$ cat src/soc_settings.svh
// SoC settings: bus widths, CSR register map, reset hold counts and board id
`ifndef SOC_SETTINGS_SVH
`define SOC_SETTINGS_SVH

// ------------------------------
// Widths
// ------------------------------
`define CSR_ADDR_W 14
`define CSR_BANK_W 4
`define CSR_DATA_W 32
`define GPIO_IN_W 3
`define GPIO_OUT_W 2

// ------------------------------
// CSR map
// ------------------------------
// Bank numbers sit in the top address bits
`define BANK_SYSCTL 4'd1
`define BANK_IRQ 4'd2

// Register indices, 10 bits below the bank field
`define SYSCTL_REG_GPIO_IN 10'd0
`define SYSCTL_REG_GPIO_OUT 10'd1
`define SYSCTL_REG_TIMER_CTRL 10'd2
`define SYSCTL_REG_TIMER_CMP 10'd3
`define SYSCTL_REG_TIMER_CNT 10'd4
`define SYSCTL_REG_SYSID 10'd5
`define SYSCTL_REG_HARD_RESET 10'd6

`define IRQ_REG_PENDING 10'd0
`define IRQ_REG_MASK 10'd1

// Pending bit positions
`define IRQ_GPIO_BIT 2
`define IRQ_TIMER_BIT 3

// ASCII "SYSC"
`define SYSTEM_ID 32'h53595343

// Reset hold lengths in sys_clk cycles, kept short for simulation
`define RST_HOLD_CYCLES 64
`define FLASH_RST_CYCLES 16

`endif

$ cat src/soc_pkg.sv
// SoC package: CSR address word with raw and bank/index views
`include "soc_settings.svh"

package soc_pkg;

	// ------------------------------
	// CSR address decoding
	// ------------------------------
	typedef struct packed {
		logic [`CSR_BANK_W-1:0] bank;
		logic [`CSR_ADDR_W-`CSR_BANK_W-1:0] idx;
	} csr_fields_t;

	// Same 14 bits, latched raw by the bus and decoded by field in the slaves
	typedef union packed {
		logic [`CSR_ADDR_W-1:0] raw;
		csr_fields_t f;
	} csr_addr_t;

endpackage

$ cat src/reset_gen.sv
// Reset generator: merges reset triggers and releases flash reset before peripheral reset
`timescale 1ns/10ps
`include "soc_settings.svh"

module reset_gen (
	input  logic sys_clk,
	input  logic trigger_reset,
	input  logic [`GPIO_IN_W-1:0] btn_i,
	input  logic hard_reset_req_i,
	output logic sys_rst_o,
	output logic periph_rst_n_o,
	output logic flash_rst_n_o
);

	localparam int HOLD_W = $clog2(`RST_HOLD_CYCLES + 1);
	localparam int FLASH_W = $clog2(`FLASH_RST_CYCLES + 1);

	logic btn_all_q;
	logic trigger;
	logic [HOLD_W-1:0] hold_cnt;
	logic [FLASH_W-1:0] flash_cnt;

	// All three buttons together act as a reset button
	always_ff @(posedge sys_clk) begin
		btn_all_q <= &btn_i;
	end

	assign trigger = trigger_reset | btn_all_q | hard_reset_req_i;

	// ------------------------------
	// System hold, counts down
	// ------------------------------
	always_ff @(posedge sys_clk) begin
		if (trigger)
			hold_cnt <= HOLD_W'(`RST_HOLD_CYCLES);
		else if (hold_cnt != '0)
			hold_cnt <= hold_cnt - 1'b1;
		sys_rst_o <= trigger | (hold_cnt != '0);
		// Peripheral pin trails the internal reset by one cycle
		periph_rst_n_o <= ~sys_rst_o;
	end

	// ------------------------------
	// Flash hold, counts up
	// ------------------------------
	// Shorter than the system hold so flash is out of reset first
	always_ff @(posedge sys_clk) begin
		if (trigger)
			flash_cnt <= '0;
		else if (flash_cnt != FLASH_W'(`FLASH_RST_CYCLES))
			flash_cnt <= flash_cnt + 1'b1;
		flash_rst_n_o <= (flash_cnt == FLASH_W'(`FLASH_RST_CYCLES));
	end

endmodule

$ cat src/csr_bus.sv
// CSR bus front: registers external accesses, broadcasts them and merges slave read data
`timescale 1ns/10ps
`include "soc_settings.svh"

module csr_bus (
	input  logic sys_clk,
	input  logic sys_rst_i,

	// External access, single-cycle strobe
	input  logic csr_stb_i,
	input  logic csr_we_i,
	input  logic [`CSR_ADDR_W-1:0] csr_adr_i,
	input  logic [`CSR_DATA_W-1:0] csr_dat_i,

	// Broadcast to slaves
	output soc_pkg::csr_addr_t csr_a_o,
	output logic csr_sel_o,
	output logic csr_we_o,
	output logic [`CSR_DATA_W-1:0] csr_dw_o,

	// Slave read words
	input  logic [`CSR_DATA_W-1:0] sysctl_dr_i,
	input  logic [`CSR_DATA_W-1:0] irq_dr_i,

	// Read return
	output logic [`CSR_DATA_W-1:0] csr_rdata_o,
	output logic csr_rvalid_o
);

	logic rd_s1;
	logic rd_s2;

	// ------------------------------
	// Strobe and read tracking
	// ------------------------------
	// Stage 1 matches the broadcast, stage 2 the slave read register
	always_ff @(posedge sys_clk) begin
		if (sys_rst_i) begin
			csr_sel_o <= 1'b0;
			rd_s1 <= 1'b0;
			rd_s2 <= 1'b0;
			csr_rvalid_o <= 1'b0;
		end else begin
			csr_sel_o <= csr_stb_i;
			rd_s1 <= csr_stb_i & ~csr_we_i;
			rd_s2 <= rd_s1;
			csr_rvalid_o <= rd_s2;
		end
	end

	// ------------------------------
	// Access payload
	// ------------------------------
	always_ff @(posedge sys_clk) begin
		csr_a_o.raw <= csr_adr_i;
		csr_we_o <= csr_we_i;
		csr_dw_o <= csr_dat_i;
	end

	// Unaddressed slaves drive zero, so the OR acts as the read mux
	always_ff @(posedge sys_clk) begin
		if (rd_s2)
			csr_rdata_o <= sysctl_dr_i | irq_dr_i;
	end

endmodule

$ cat src/sysctl.sv
// System controller: GPIO, one compare timer, system id and hard reset request
`timescale 1ns/10ps
`include "soc_settings.svh"

module sysctl (
	input  logic sys_clk,
	input  logic sys_rst_i,

	// CSR slave side
	input  soc_pkg::csr_addr_t csr_a_i,
	input  logic csr_sel_i,
	input  logic csr_we_i,
	input  logic [`CSR_DATA_W-1:0] csr_dw_i,
	output logic [`CSR_DATA_W-1:0] csr_dr_o,

	// GPIO
	input  logic [`GPIO_IN_W-1:0] btn_i,
	output logic [`GPIO_OUT_W-1:0] led_o,

	// Events
	output logic gpio_irq_o,
	output logic timer_irq_o,
	output logic hard_reset_req_o
);

	localparam int DATA_W = `CSR_DATA_W;

	logic bank_hit;
	logic wr;
	logic [`GPIO_IN_W-1:0] btn_s1;
	logic [`GPIO_IN_W-1:0] btn_s2;
	logic [`GPIO_IN_W-1:0] btn_prev;
	logic timer_en;
	logic [DATA_W-1:0] timer_cmp;
	logic [DATA_W-1:0] timer_cnt;
	logic [DATA_W-1:0] rd_word;

	assign bank_hit = csr_sel_i & (csr_a_i.f.bank == `BANK_SYSCTL);
	assign wr = bank_hit & csr_we_i;

	// ------------------------------
	// Button synchronizer
	// ------------------------------
	always_ff @(posedge sys_clk) begin
		btn_s1 <= btn_i;
		btn_s2 <= btn_s1;
		btn_prev <= btn_s2;
	end

	// ------------------------------
	// Control registers and timer
	// ------------------------------
	always_ff @(posedge sys_clk) begin
		if (sys_rst_i) begin
			led_o <= '0;
			gpio_irq_o <= 1'b0;
			timer_irq_o <= 1'b0;
			timer_en <= 1'b0;
			timer_cnt <= '0;
			hard_reset_req_o <= 1'b0;
		end else begin
			// Any change on the synchronized buttons
			gpio_irq_o <= (btn_s2 != btn_prev);
			timer_irq_o <= 1'b0;
			hard_reset_req_o <= wr & (csr_a_i.f.idx == `SYSCTL_REG_HARD_RESET);
			if (wr & (csr_a_i.f.idx == `SYSCTL_REG_GPIO_OUT))
				led_o <= csr_dw_i[`GPIO_OUT_W-1:0];
			if (wr & (csr_a_i.f.idx == `SYSCTL_REG_TIMER_CTRL)) begin
				timer_en <= csr_dw_i[0];
				timer_cnt <= '0;
			end else if (wr & (csr_a_i.f.idx == `SYSCTL_REG_TIMER_CNT)) begin
				timer_cnt <= csr_dw_i;
			end else if (timer_en) begin
				// One-shot: stop on match
				if (timer_cnt == timer_cmp) begin
					timer_en <= 1'b0;
					timer_irq_o <= 1'b1;
				end else begin
					timer_cnt <= timer_cnt + 1'b1;
				end
			end
		end
	end

	always_ff @(posedge sys_clk) begin
		if (wr & (csr_a_i.f.idx == `SYSCTL_REG_TIMER_CMP))
			timer_cmp <= csr_dw_i;
	end

	// ------------------------------
	// Read side
	// ------------------------------
	always_comb begin
		case (csr_a_i.f.idx)
			`SYSCTL_REG_GPIO_IN:    rd_word = DATA_W'(btn_s2);
			`SYSCTL_REG_GPIO_OUT:   rd_word = DATA_W'(led_o);
			`SYSCTL_REG_TIMER_CTRL: rd_word = DATA_W'(timer_en);
			`SYSCTL_REG_TIMER_CMP:  rd_word = timer_cmp;
			`SYSCTL_REG_TIMER_CNT:  rd_word = timer_cnt;
			`SYSCTL_REG_SYSID:      rd_word = `SYSTEM_ID;
			default:                rd_word = '0;
		endcase
	end

	// Zero when another bank is addressed
	always_ff @(posedge sys_clk) begin
		csr_dr_o <= bank_hit ? rd_word : '0;
	end

endmodule

$ cat src/irq_collect.sv
// Interrupt collector: pending and mask registers driving the CPU interrupt line
`timescale 1ns/10ps
`include "soc_settings.svh"

module irq_collect (
	input  logic sys_clk,
	input  logic sys_rst_i,

	// CSR slave side
	input  soc_pkg::csr_addr_t csr_a_i,
	input  logic csr_sel_i,
	input  logic csr_we_i,
	input  logic [`CSR_DATA_W-1:0] csr_dw_i,
	output logic [`CSR_DATA_W-1:0] csr_dr_o,

	// Event pulses
	input  logic gpio_irq_i,
	input  logic timer_irq_i,
	output logic irq_o
);

	localparam int DATA_W = `CSR_DATA_W;
	// Wide enough for the highest used pending bit
	localparam int IRQ_W = ((`IRQ_GPIO_BIT > `IRQ_TIMER_BIT) ?
		`IRQ_GPIO_BIT : `IRQ_TIMER_BIT) + 1;

	logic bank_hit;
	logic wr;
	logic [IRQ_W-1:0] pending;
	logic [IRQ_W-1:0] pending_nxt;
	logic [IRQ_W-1:0] mask;

	assign bank_hit = csr_sel_i & (csr_a_i.f.bank == `BANK_IRQ);
	assign wr = bank_hit & csr_we_i;

	// Write 1 to clear, a new event in the same cycle wins
	always_comb begin
		pending_nxt = pending;
		if (wr & (csr_a_i.f.idx == `IRQ_REG_PENDING))
			pending_nxt = pending & ~csr_dw_i[IRQ_W-1:0];
		if (gpio_irq_i)
			pending_nxt[`IRQ_GPIO_BIT] = 1'b1;
		if (timer_irq_i)
			pending_nxt[`IRQ_TIMER_BIT] = 1'b1;
	end

	// ------------------------------
	// State and interrupt line
	// ------------------------------
	always_ff @(posedge sys_clk) begin
		if (sys_rst_i) begin
			pending <= '0;
			mask <= '0;
			irq_o <= 1'b0;
		end else begin
			pending <= pending_nxt;
			if (wr & (csr_a_i.f.idx == `IRQ_REG_MASK))
				mask <= csr_dw_i[IRQ_W-1:0];
			irq_o <= |(pending & mask);
		end
	end

	// Read side, zero outside this bank
	always_ff @(posedge sys_clk) begin
		if (!bank_hit)
			csr_dr_o <= '0;
		else if (csr_a_i.f.idx == `IRQ_REG_PENDING)
			csr_dr_o <= DATA_W'(pending);
		else if (csr_a_i.f.idx == `IRQ_REG_MASK)
			csr_dr_o <= DATA_W'(mask);
		else
			csr_dr_o <= '0;
	end

endmodule

$ cat src/soc_top.sv
// SoC system-control top: reset generator, CSR bus, system controller and interrupts
`timescale 1ns/10ps
`include "soc_settings.svh"

module soc_top (
	input  logic sys_clk,
	input  logic trigger_reset,
	input  logic [`GPIO_IN_W-1:0] btn_i,

	// External CSR access
	input  logic csr_stb_i,
	input  logic csr_we_i,
	input  logic [`CSR_ADDR_W-1:0] csr_adr_i,
	input  logic [`CSR_DATA_W-1:0] csr_dat_i,
	output logic [`CSR_DATA_W-1:0] csr_rdata_o,
	output logic csr_rvalid_o,

	output logic [`GPIO_OUT_W-1:0] led_o,
	output logic irq_o,
	output logic periph_rst_n_o,
	output logic flash_rst_n_o
);

	logic sys_rst;
	logic hard_reset_req;
	soc_pkg::csr_addr_t csr_a;
	logic csr_sel;
	logic csr_we;
	logic [`CSR_DATA_W-1:0] csr_dw;
	logic [`CSR_DATA_W-1:0] csr_dr_sysctl;
	logic [`CSR_DATA_W-1:0] csr_dr_irq;
	logic gpio_irq;
	logic timer_irq;

	// ------------------------------
	// Input side
	// ------------------------------
	reset_gen u_reset_gen (
		.sys_clk(sys_clk),
		.trigger_reset(trigger_reset),
		.btn_i(btn_i),
		.hard_reset_req_i(hard_reset_req),
		.sys_rst_o(sys_rst),
		.periph_rst_n_o(periph_rst_n_o),
		.flash_rst_n_o(flash_rst_n_o)
	);

	csr_bus u_csr_bus (
		.sys_clk(sys_clk),
		.sys_rst_i(sys_rst),
		.csr_stb_i(csr_stb_i),
		.csr_we_i(csr_we_i),
		.csr_adr_i(csr_adr_i),
		.csr_dat_i(csr_dat_i),
		.csr_a_o(csr_a),
		.csr_sel_o(csr_sel),
		.csr_we_o(csr_we),
		.csr_dw_o(csr_dw),
		.sysctl_dr_i(csr_dr_sysctl),
		.irq_dr_i(csr_dr_irq),
		.csr_rdata_o(csr_rdata_o),
		.csr_rvalid_o(csr_rvalid_o)
	);

	// ------------------------------
	// System controller
	// ------------------------------
	sysctl u_sysctl (
		.sys_clk(sys_clk),
		.sys_rst_i(sys_rst),
		.csr_a_i(csr_a),
		.csr_sel_i(csr_sel),
		.csr_we_i(csr_we),
		.csr_dw_i(csr_dw),
		.csr_dr_o(csr_dr_sysctl),
		.btn_i(btn_i),
		.led_o(led_o),
		.gpio_irq_o(gpio_irq),
		.timer_irq_o(timer_irq),
		.hard_reset_req_o(hard_reset_req)
	);

	// ------------------------------
	// Output side
	// ------------------------------
	irq_collect u_irq_collect (
		.sys_clk(sys_clk),
		.sys_rst_i(sys_rst),
		.csr_a_i(csr_a),
		.csr_sel_i(csr_sel),
		.csr_we_i(csr_we),
		.csr_dw_i(csr_dw),
		.csr_dr_o(csr_dr_irq),
		.gpio_irq_i(gpio_irq),
		.timer_irq_i(timer_irq),
		.irq_o(irq_o)
	);

endmodule

$ cat config.mk
export PLATFORM = sky130hd
export DESIGN_NAME = soc_top
export DESIGN_NICKNAME = d
export VERILOG_FILES = /design/src/soc_pkg.sv /design/src/reset_gen.sv /design/src/csr_bus.sv /design/src/sysctl.sv /design/src/irq_collect.sv /design/src/soc_top.sv
export VERILOG_INCLUDE_DIRS = /design/src
export SDC_FILE = /design/constraint.sdc
export NUM_CORES = 1
export LEC_CHECK = 0
export BUFFER_PORTS_ARGS = -buffer_cell sky130_fd_sc_hd__buf_2
export CAP_MARGIN = 20
export CORE_UTILIZATION = 52
export DETAILED_ROUTE_END_ITERATION = 7
export GPL_ROUTABILITY_DRIVEN = 1
export PLACE_DENSITY = 0.83
export SLEW_MARGIN = 30
export SYNTH_ARGS = -nofsm -noshare
export SYNTH_HDL_FRONTEND = slang
export SYNTH_HIERARCHICAL = 1
export SYNTH_SLANG_ARGS = --single-unit
export TNS_END_PERCENT = 20
$ cat constraint.sdc
create_clock -name sys_clk -period 3.6 [get_ports sys_clk]
set_input_delay 0.18 -clock sys_clk [delete_from_list [all_inputs] [get_ports sys_clk]]
set_output_delay 0.18 -clock sys_clk [all_outputs]
set_load 0.1 [all_outputs]
## After elaboration in Yosys (flattened, before gate mapping)

Index checks and enable logic that the tools add are counted.
W data, S select, Z words.

| cells by class | value |
|---|---|
| bitwise operators | 23 |
| reduce and logical (&&, ||, !) cells | 11 |
| add/sub/neg operators | 3 |
| equality and inequality tests | 14 |
| multiplexer cells | 14 |

Operators by type and width:

| operator | count |
|---|---|
| $pmux W32 S6 | 1 |
| $mux W32 | 3 |
| $add A32 B1 Y32 const B | 1 |
| $eq A32 B32 Y1 | 1 |
| $or A32 B32 Y32 | 1 |
| $eq A10 B3 Y1 const B | 3 |
| $eq A10 B2 Y1 const B | 2 |
| $and A1 B1 Y1 | 12 |
| $mux W4 | 3 |
| $eq A10 B1 Y1 const B | 1 |
| $logic_not A10 Y1 | 1 |
| $and A4 B4 Y4 | 2 |
| $reduce_or A4 Y1 | 2 |
| $mux W1 | 7 |
| $reduce_bool A7 Y1 | 1 |
| $sub A7 B1 Y7 const B | 1 |
| $reduce_bool A2 Y1 | 3 |
| $add A5 B1 Y5 const B | 1 |
| $eq A5 B5 Y1 const B | 1 |
| $ne A5 B5 Y1 const B | 1 |
| $eq A4 B1 Y1 const B | 1 |
| $eq A4 B2 Y1 const B | 1 |
| $ne A2 B1 Y1 const B | 2 |
| $not A1 Y1 | 4 |
| 6 further kinds | 9 |

| storage, ports and cells | value |
|---|---|
| output and inout port bits | 38 |
| bits of input ports | 53 |
| register bits after elaboration | 251 |

## Longest topological paths before layout

Gate-level depths: netlist of the first run.

| logic depth | value |
|---|---|
| depth after elaboration | 6 |
| gate-level depth with buffers | 9 |

## Cells and area by module

The synthesis of the first run kept the hierarchy.

Modules (own cells, without submodules):

| module | area each (sq um) | cells an instance | times used | seq. area each (sq um) |
|---|---|---|---|---|
| sysctl | 4717.0 | 456 | 1 | 2542.4 |
| csr_bus | 2213.4 | 119 | 1 | 1981.9 |
| irq_collect | 812.0 | 86 | 1 | 260.2 |
| reset_gen | 664.4 | 71 | 1 | 320.3 |

## Worst setup path after synthesis of the first run

OpenSTA, ideal clock, no wires.

| timing path | value |
|---|---|
| kind | flip-flop to flip-flop |
| start | reg u_csr_bus/csr_a_o[5] (netlist bit) |
| end | reg u_sysctl.timer_cmp[0] (enable) |
| arrival time | 3076 ps |
| stages on the path, launching flop included | 4 |
| library setup time | 461 ps |
| slack | 63 ps |
| path buffers | 0 |
| cells stage by stage | dfxtp_1 > nor4_2 > nand2_1 > nor3_1 |

| between the ends | value |
|---|---|
| cells in the longest elaborated chain, start to end | 2 |

RTL lines:

| what | line | source |
|---|---|---|
| start, declared | csr_bus.sv:16 | `output soc_pkg::csr_addr_t csr_a_o,` |
| $eq A10 B2 Y1 (no source line) | n/a |  |
| $and A1 B1 Y1 | sysctl.sv:86 | `` if (wr & (csr_a_i.f.idx == `SYSCTL_REG_TIMER_CMP)) `` |
| end signal, assigned | sysctl.sv:87 | `timer_cmp <= csr_dw_i;` |
| end, declared | sysctl.sv:34 | `logic [DATA_W-1:0] timer_cmp;` |

No other way between the ends.
A chain may end at the register's enable or synchronous reset.

## Final worst setup path of the first run

| timing path | value |
|---|---|
| start | reg u_csr_bus/csr_a_o[8] (netlist bit) |
| end | reg u_sysctl.timer_cnt[12] |

| between the ends | value |
|---|---|
| cells in the longest elaborated chain, start to end | 4 |
| elaborated cells on any way between the ends | 9 |
| classes of those cells | eq/ne: 3; mux: 1; bitwise: 2; reduce/logical: 3 |

RTL lines:

| what | line | source |
|---|---|---|
| $eq A10 B3 Y1 (no source line) | n/a |  |
| $and A1 B1 Y1 | sysctl.sv:71 | `` end else if (wr & (csr_a_i.f.idx == `SYSCTL_REG_TIMER_CNT)) begin `` |
| $ne A2 B1 Y1 (no source line) or $reduce_bool A2 Y1 (tied branches) | n/a |  |
| $reduce_and A2 Y1 (no source line) | n/a |  |
| end signal, assigned | sysctl.sv:72 | `timer_cnt <= csr_dw_i;` |
| end signal, assigned | sysctl.sv:79 | `timer_cnt <= timer_cnt + 1'b1;` |
| end, declared | sysctl.sv:35 | `logic [DATA_W-1:0] timer_cnt;` |

Parallel ways exist; a longest one is shown, timed or not.

==> out/summary.txt, run 1 <==
status: complete, no violations
CP Class: reg2reg
row count: 46
clk_lat worst skew: 0.50 ns
Post-synth EDFFs: 64
FF+latch count, synth: 223
R2R Setup Slk: 0.71 ns
cells after synthesis: 732
CTS tree: done
drt first pass iters: 5
Cell variety after synth: 61
Post-synth ARST share: 0
CP required: 4.01 ns
Synth area leaders: dfxtp_1, edfxtp_1, xnor2_1
mux share of post-synthesis cell area: 0.01548
most common cell in the synthesized netlist: dfxtp_1
critical path, cell by cell: nor3_1 -> nand2_1 -> nor2_1 -> and2_1 -> buf_4 -> nor3b_4 -> buf_4 -> nand2_1 -> o21ai_0
Fin. Hold Viols: 0
Synth Area in XOR/XNOR: 0.07501
IO Port Bufs: 90
worst hold-check path type: in2reg
Max Transition Viols Final: 0
syn_area_per_cell: 11.48 um^2
hold slack: 0.3131 ns
Compound-Gate Fraction of Synth Area: 0.08096
drt initial violations: 472
adder-cell share of the synthesized area: 0.007442
Leak: 3.826 nW
register area: 5106 um^2
Root Driver: clkbuf_16
main combinational cell family by area after synthesis: simple AND/OR/NAND/NOR gates
Post-CTS Setup Bufs: 0
total gr overflow: 0
CP top delay family: simple AND/OR/NAND/NOR gates
CTS clk-pin slew, worst paths: 0.07 ns
VDD IR-drop max: 0.0003606 V
largest net degree at the start of global routing: 34
Slew Limit Headroom: 0.4754
layout cells sized above 1: 0.1805
worst reg2reg path depth: 9
number of maximum-capacitance violations: 0
Achievable Freq: 346.1 MHz
P&R area growth vs syn: 21.77%
number of global-route vias before repair: 5406
period utilization: 0.8027
WL/cell: 15.45 um
Inserted Diodes: 0
Die X: 129.2 um
htree depth: 1
first-pass GRT wire length: 26850 um
Post-Synth Simple-Gate Area: 0.1658
FF-to-FF Start: u_csr_bus/csr_a_o[8]$_DFF_P_
area of the die: 16680 um^2
Final nets: 934
skew final: 0.01622 ns
Final Routed Wirelength: 17110 um
Starting Density: 0.5311
RR Endpoint: u_sysctl/timer_cnt[12]$_SDFFE_PP0P_
post-synth top area cell: dfxtp_1
fin util: 0.6468
Longest Clk Path Bufs: 3
Critical Path End: u_sysctl/timer_cnt[12]$_SDFFE_PP0P_
RSZ-0062 raised after global routing: no
area occupied by multi-input gates: 3025 um^2
CTS buffer count: 23
fin crit period: 2.890 ns
CP Data Arrival Time: 3.30 ns
Post-synth top flop: dfxtp_1
Antenna Nets Post-Route: 0
hold_buf cts: 52
IO Pins: 91
DIE HEIGHT: 129.2 um
crit path from: u_csr_bus/csr_a_o[8]$_DFF_P_
CP endpoint kind: flip-flop
vias: 5702
sequential area share after synthesis: 0.6072
final setup fails: 0
slowest CP cell: nor3b_4
routability congestion estimate from global placement: 0.8731
detailed placement HPWL: 10950 um
Crit path depth: 9
fill count: 1165
setup_tns: 0 ns
pwr dens: 518.7 nW/um^2
initial antenna violation count: 0
Startpoint Class: flip-flop
WP buf/inv: 2
core area: 15830 um^2
critical-path maximum fanout: 33
global-route usage over all layers: 0.2083
Avg Vias per Cell: 5.146
worst-margin pin slew: 0.7861 ns
commonest cells in the netlist: dfxtp_1, edfxtp_1, nand2_1, nor2_1, xnor2_1
slowest stage delay, CP: 0.68 ns
clk sinks: 223
Synth Warn #: 6
mapped cell area: 8407 um^2
post-CTS resize count: 0
drc violations: 0
top cell type's share of synthesized area: 0.3786
## worst reg2reg max path: stages (launching register included)
cell	delay (ns)
dfxtp_1	0.35
nor3_1	0.29
nand2_1	0.21
nor2_1	0.22
and2_1	0.16
buf_4	0.37
nor3b_4	0.69
buf_4	0.33
nand2_1	0.09
o21ai_0	0.09
## sequential cells by signal (all words and copies together) (netlist names), 2 cells and up
| signal | cells |
|---|---|
| u_sysctl/led_o | 2 |
| u_sysctl/timer_cnt | 32 |
| u_sysctl/timer_cmp | 32 |
| u_sysctl/btn_prev | 3 |
| u_irq_collect/csr_dr_o | 4 |
| u_irq_collect/pending | 4 |
| u_csr_bus/csr_rdata_o | 32 |
| u_reset_gen/hold_cnt | 7 |
| u_csr_bus/csr_a_o | 14 |
| u_irq_collect/mask | 4 |
| u_sysctl/csr_dr_o | 32 |
| u_reset_gen/flash_cnt | 5 |
| u_sysctl/btn_s2 | 3 |
| u_sysctl/btn_s1 | 3 |
| u_csr_bus/csr_dw_o | 32 |
## final cells by class
| cell class | instances | area share |
|---|---|---|
| multi-input combinational | 465 | 0.2955 |
| inverter | 14 | 0.005133 |
| clock inverter | 6 | 0.003544 |
| sequential | 223 | 0.4988 |
| clock buffer | 35 | 0.07064 |
| tap | 216 | 0.02640 |
| timing repair buffer | 149 | 0.09998 |
## routing by layer
metal,share of wire,vias to the layer above,global-route usage
met5,0,-,0
met4,0.035,0,0.1017
met3,0.059,50,0.03468
met2,0.46,211,0.3324
met1,0.45,2649,0.2765
li1,-,2792,-
## logic make-up after synthesis
group	count (synthesis)
buf+inv	71
fa+ha+maj	5
other cells	1
compound gates	105
mux	13
simple gates	242
flops	223
xor+xnor	72
## placed cells by master, fill, tap and decap left out, types with 22 or more instances in the layout
master and count:
clkbuf_16 25, buf_2 90, conb_1 28, a22oi_1 32, nand2_1 49, dfxtp_1 158, xor2_1 34, or2_1 32
nor2_1 48, o21ai_0 22, edfxtp_1 64, xnor2_1 38, dlygate4sd3_1 52
## how the worst min path moves through the flow
stage / startpoint / to / slack (ns) / cells past startpoint
finish: csr_dat_i[1] / u_csr_bus/csr_dw_o[1]$_DFF_P_ / 0.31 / 2
global route: csr_dat_i[1] / u_csr_bus/csr_dw_o[1]$_DFF_P_ / 0.32 / 2
CTS: csr_dat_i[14] / u_csr_bus/csr_dw_o[14]$_DFF_P_ / 0.31 / 2
detailed placement: csr_dat_i[25] / u_csr_bus/csr_dw_o[25]$_DFF_P_ / 0.28 / 1
global placement: csr_dat_i[18] / u_csr_bus/csr_dw_o[18]$_DFF_P_ / 0.28 / 1
floorplan: csr_adr_i[0] / u_csr_bus/csr_a_o[0]$_DFF_P_ / 0.21 / 0
## power by group
group / total, mW / switching [mW] / internal [mW]
combinational: 0.280 / 0.131 / 0.149
sequential: 2.72 / 0.0725 / 2.65
clock: 2.31 / 0.918 / 1.39
## stage by stage
stage	cell area, um^2	total power, mW	instances	worst slack, ns
3_3_place_gp	8941	2.995	1015	0.9980
5_1_grt	10240	5.487	1108	0.5975
2_1_floorplan	8508	2.958	759	0.06255
6_report	10240	5.310	1108	0.7104
3_5_place_dp	8941	3.011	1015	0.9241
4_1_cts	10220	5.335	1108	0.8999
Power figures use the tool's default switching activity.
==> inputs of run 2 (changes only) <==
==> constraint.sdc (replaced) <==
create_clock -name sys_clk -period 2.3 [get_ports sys_clk]
set_input_delay 0.115 -clock sys_clk [delete_from_list [all_inputs] [get_ports sys_clk]]
set_output_delay 0.115 -clock sys_clk [all_outputs]
set_load 0.1 [all_outputs]
==> out/summary.txt, run 2 (synthesized netlist as in run 1, its figures left out) <==
drc violations: 0
Die X: 129.2 um
RSZ-0062 raised after global routing: no
number of global-route vias before repair: 5676
Fin. Hold Viols: 0
slowest CP cell: edfxtp_1
WP buf/inv: 2
CP required: 2.70 ns
setup_tns: 0 ns
fill count: 1161
Avg Vias per Cell: 5.186
worst hold-check path type: in2reg
clk_lat worst skew: 0.50 ns
period utilization: 0.9544
VDD IR-drop max: 0.0005717 V
CP Data Arrival Time: 2.59 ns
clk sinks: 223
number of maximum-capacitance violations: 0
critical path, cell by cell: xor2_1 -> nor4_2 -> buf_4 -> nand4_2 -> o2111ai_4 -> buf_4 -> nor2_2 -> a211o_1
DIE HEIGHT: 129.2 um
vias: 5902
IO Port Bufs: 90
slowest stage delay, CP: 0.40 ns
skew final: 0.01516 ns
most frequent cells in the layout: dfxtp_1, buf_2, edfxtp_1, dlygate4sd3_1, nand2_1
Final nets: 963
DP Cell Count: 1044
commonest non-fill, non-tap cell in the layout: dfxtp_1
core area: 15830 um^2
Inserted Diodes: 0
global-route usage over all layers: 0.2179
CP Class: reg2reg
P&R area growth vs syn: 24.77%
detailed placement HPWL: 11480 um
worst-margin pin slew: 0.5959 ns
CP top delay family: simple AND/OR/NAND/NOR gates
CTS buffer count: 23
htree depth: 1
Startpoint Class: flip-flop
fin crit period: 2.195 ns
Post-CTS Setup Bufs: 0
IO Pins: 91
Antenna Nets Post-Route: 0
drt initial violations: 433
largest net degree at the start of global routing: 34
status: complete, no violations
area of the die: 16680 um^2
Root Driver: clkbuf_16
Longest Clk Path Bufs: 3
CTS clk-pin slew, worst paths: 0.06 ns
Non-Filler Instances: 1138
drt first pass iters: 8
Leak: 3.980 nW
Slew Limit Headroom: 0.6022
CTS tree: done
Most common cell on crit path: buf_4
first-pass GRT wire length: 28270 um
routability congestion estimate from global placement: 0.9263
WL/cell: 15.56 um
Max Transition Viols Final: 0
row count: 46
pwr dens: 784.4 nW/um^2
initial antenna violation count: 0
Final Routed Wirelength: 17710 um
CP endpoint kind: flip-flop
layout cells sized above 1: 0.2093
Starting Density: 0.5311
total gr overflow: 0
critical-path maximum fanout: 5
Achievable Freq: 455.6 MHz
final setup fails: 0
run 2: changes by cell type in the layout (fill, tap and decap cells not counted), moves of 2 or more:
cell      delta
buf_12       +3
clkbuf_8     -2
clkbuf_1     +2
nor4_1       -4
nor4_2       +5
buf_4       +26
run 2: worst reg2reg max path, cell delays in order (launching register included):
cell and delay [ns]:
edfxtp_1 0.40, xor2_1 0.18, nor4_2 0.35, buf_4 0.18, nand4_2 0.19, o2111ai_4 0.29, buf_4 0.20, nor2_2 0.06
a211o_1 0.25
run 2: path summary, 6_finish.rpt:
path                                    start  slack (ns)  cells after the start                                  end
max          u_sysctl/timer_cmp[21]$_DFFE_PP_        0.10                      8  u_sysctl/timer_cnt[31]$_SDFFE_PP0P_
min                             csr_dat_i[25]        0.25                      2       u_csr_bus/csr_dw_o[25]$_DFF_P_
max reg2reg  u_sysctl/timer_cmp[21]$_DFFE_PP_        0.10                      8  u_sysctl/timer_cnt[31]$_SDFFE_PP0P_
min reg2reg        u_sysctl/btn_s1[2]$_DFF_P_        0.33                      0           u_sysctl/btn_s2[2]$_DFF_P_
run 2: timing repair:
item,4_1_cts,5_1_grt
setup endpoints to repair,0,27
hold endpoints to repair,56,0
hold buffers,52,0
gates resized for setup,0,6
run 2: final cells by class:
| class | instances | area, um^2 | area share |
|---|---|---|---|
| Timing Repair Buffer | 178 | 1279 | 0.1219 |
| Tap cell | 216 | 270.3 | 0.02577 |
| Clock inverter | 8 | 53.80 | 0.005129 |
| Clock buffer | 34 | 678.2 | 0.06465 |
| Inverter | 14 | 52.55 | 0.005010 |
| Multi-Input combinational cell | 465 | 3050 | 0.2908 |
| Sequential cell | 223 | 5105 | 0.4867 |
run 2: power by group:
group | leakage (nW) | total [mW] | switching (mW) | internal [mW]
Combinational | 1.73 | 0.457 | 0.218 | 0.238
Clock | 0.366 | 3.51 | 1.46 | 2.06
Sequential | 1.88 | 4.26 | 0.106 | 4.15
run 2: metrics by stage:
step | utilization | area, um^2 | power (mW) | setup WS (ns) | hold WS [ns]
finish | 0.6627 | 10490 | 8.228 | 0.1050 | 0.2507
global route | 0.6627 | 10490 | 8.502 | 0.009138 | 0.2461
detailed placement | 0.5814 | 9203 | 4.716 | 0.06804 | 0.2186
global placement | 0.5814 | 9203 | 4.694 | 0.1213 | 0.2176
CTS | 0.6606 | 10460 | 8.273 | 0.04840 | 0.2309
floorplan | - | 8519 | 4.631 | 0.1981 | 0.1427
run 2: layer usage:
metal	vias up	GRT usage	routed length, um
met5	-	0	0
met4	0	0.09689	485
met3	40	0.03344	1305
met2	247	0.3577	8365
met1	2773	0.2861	7552
li1	2842	-	-
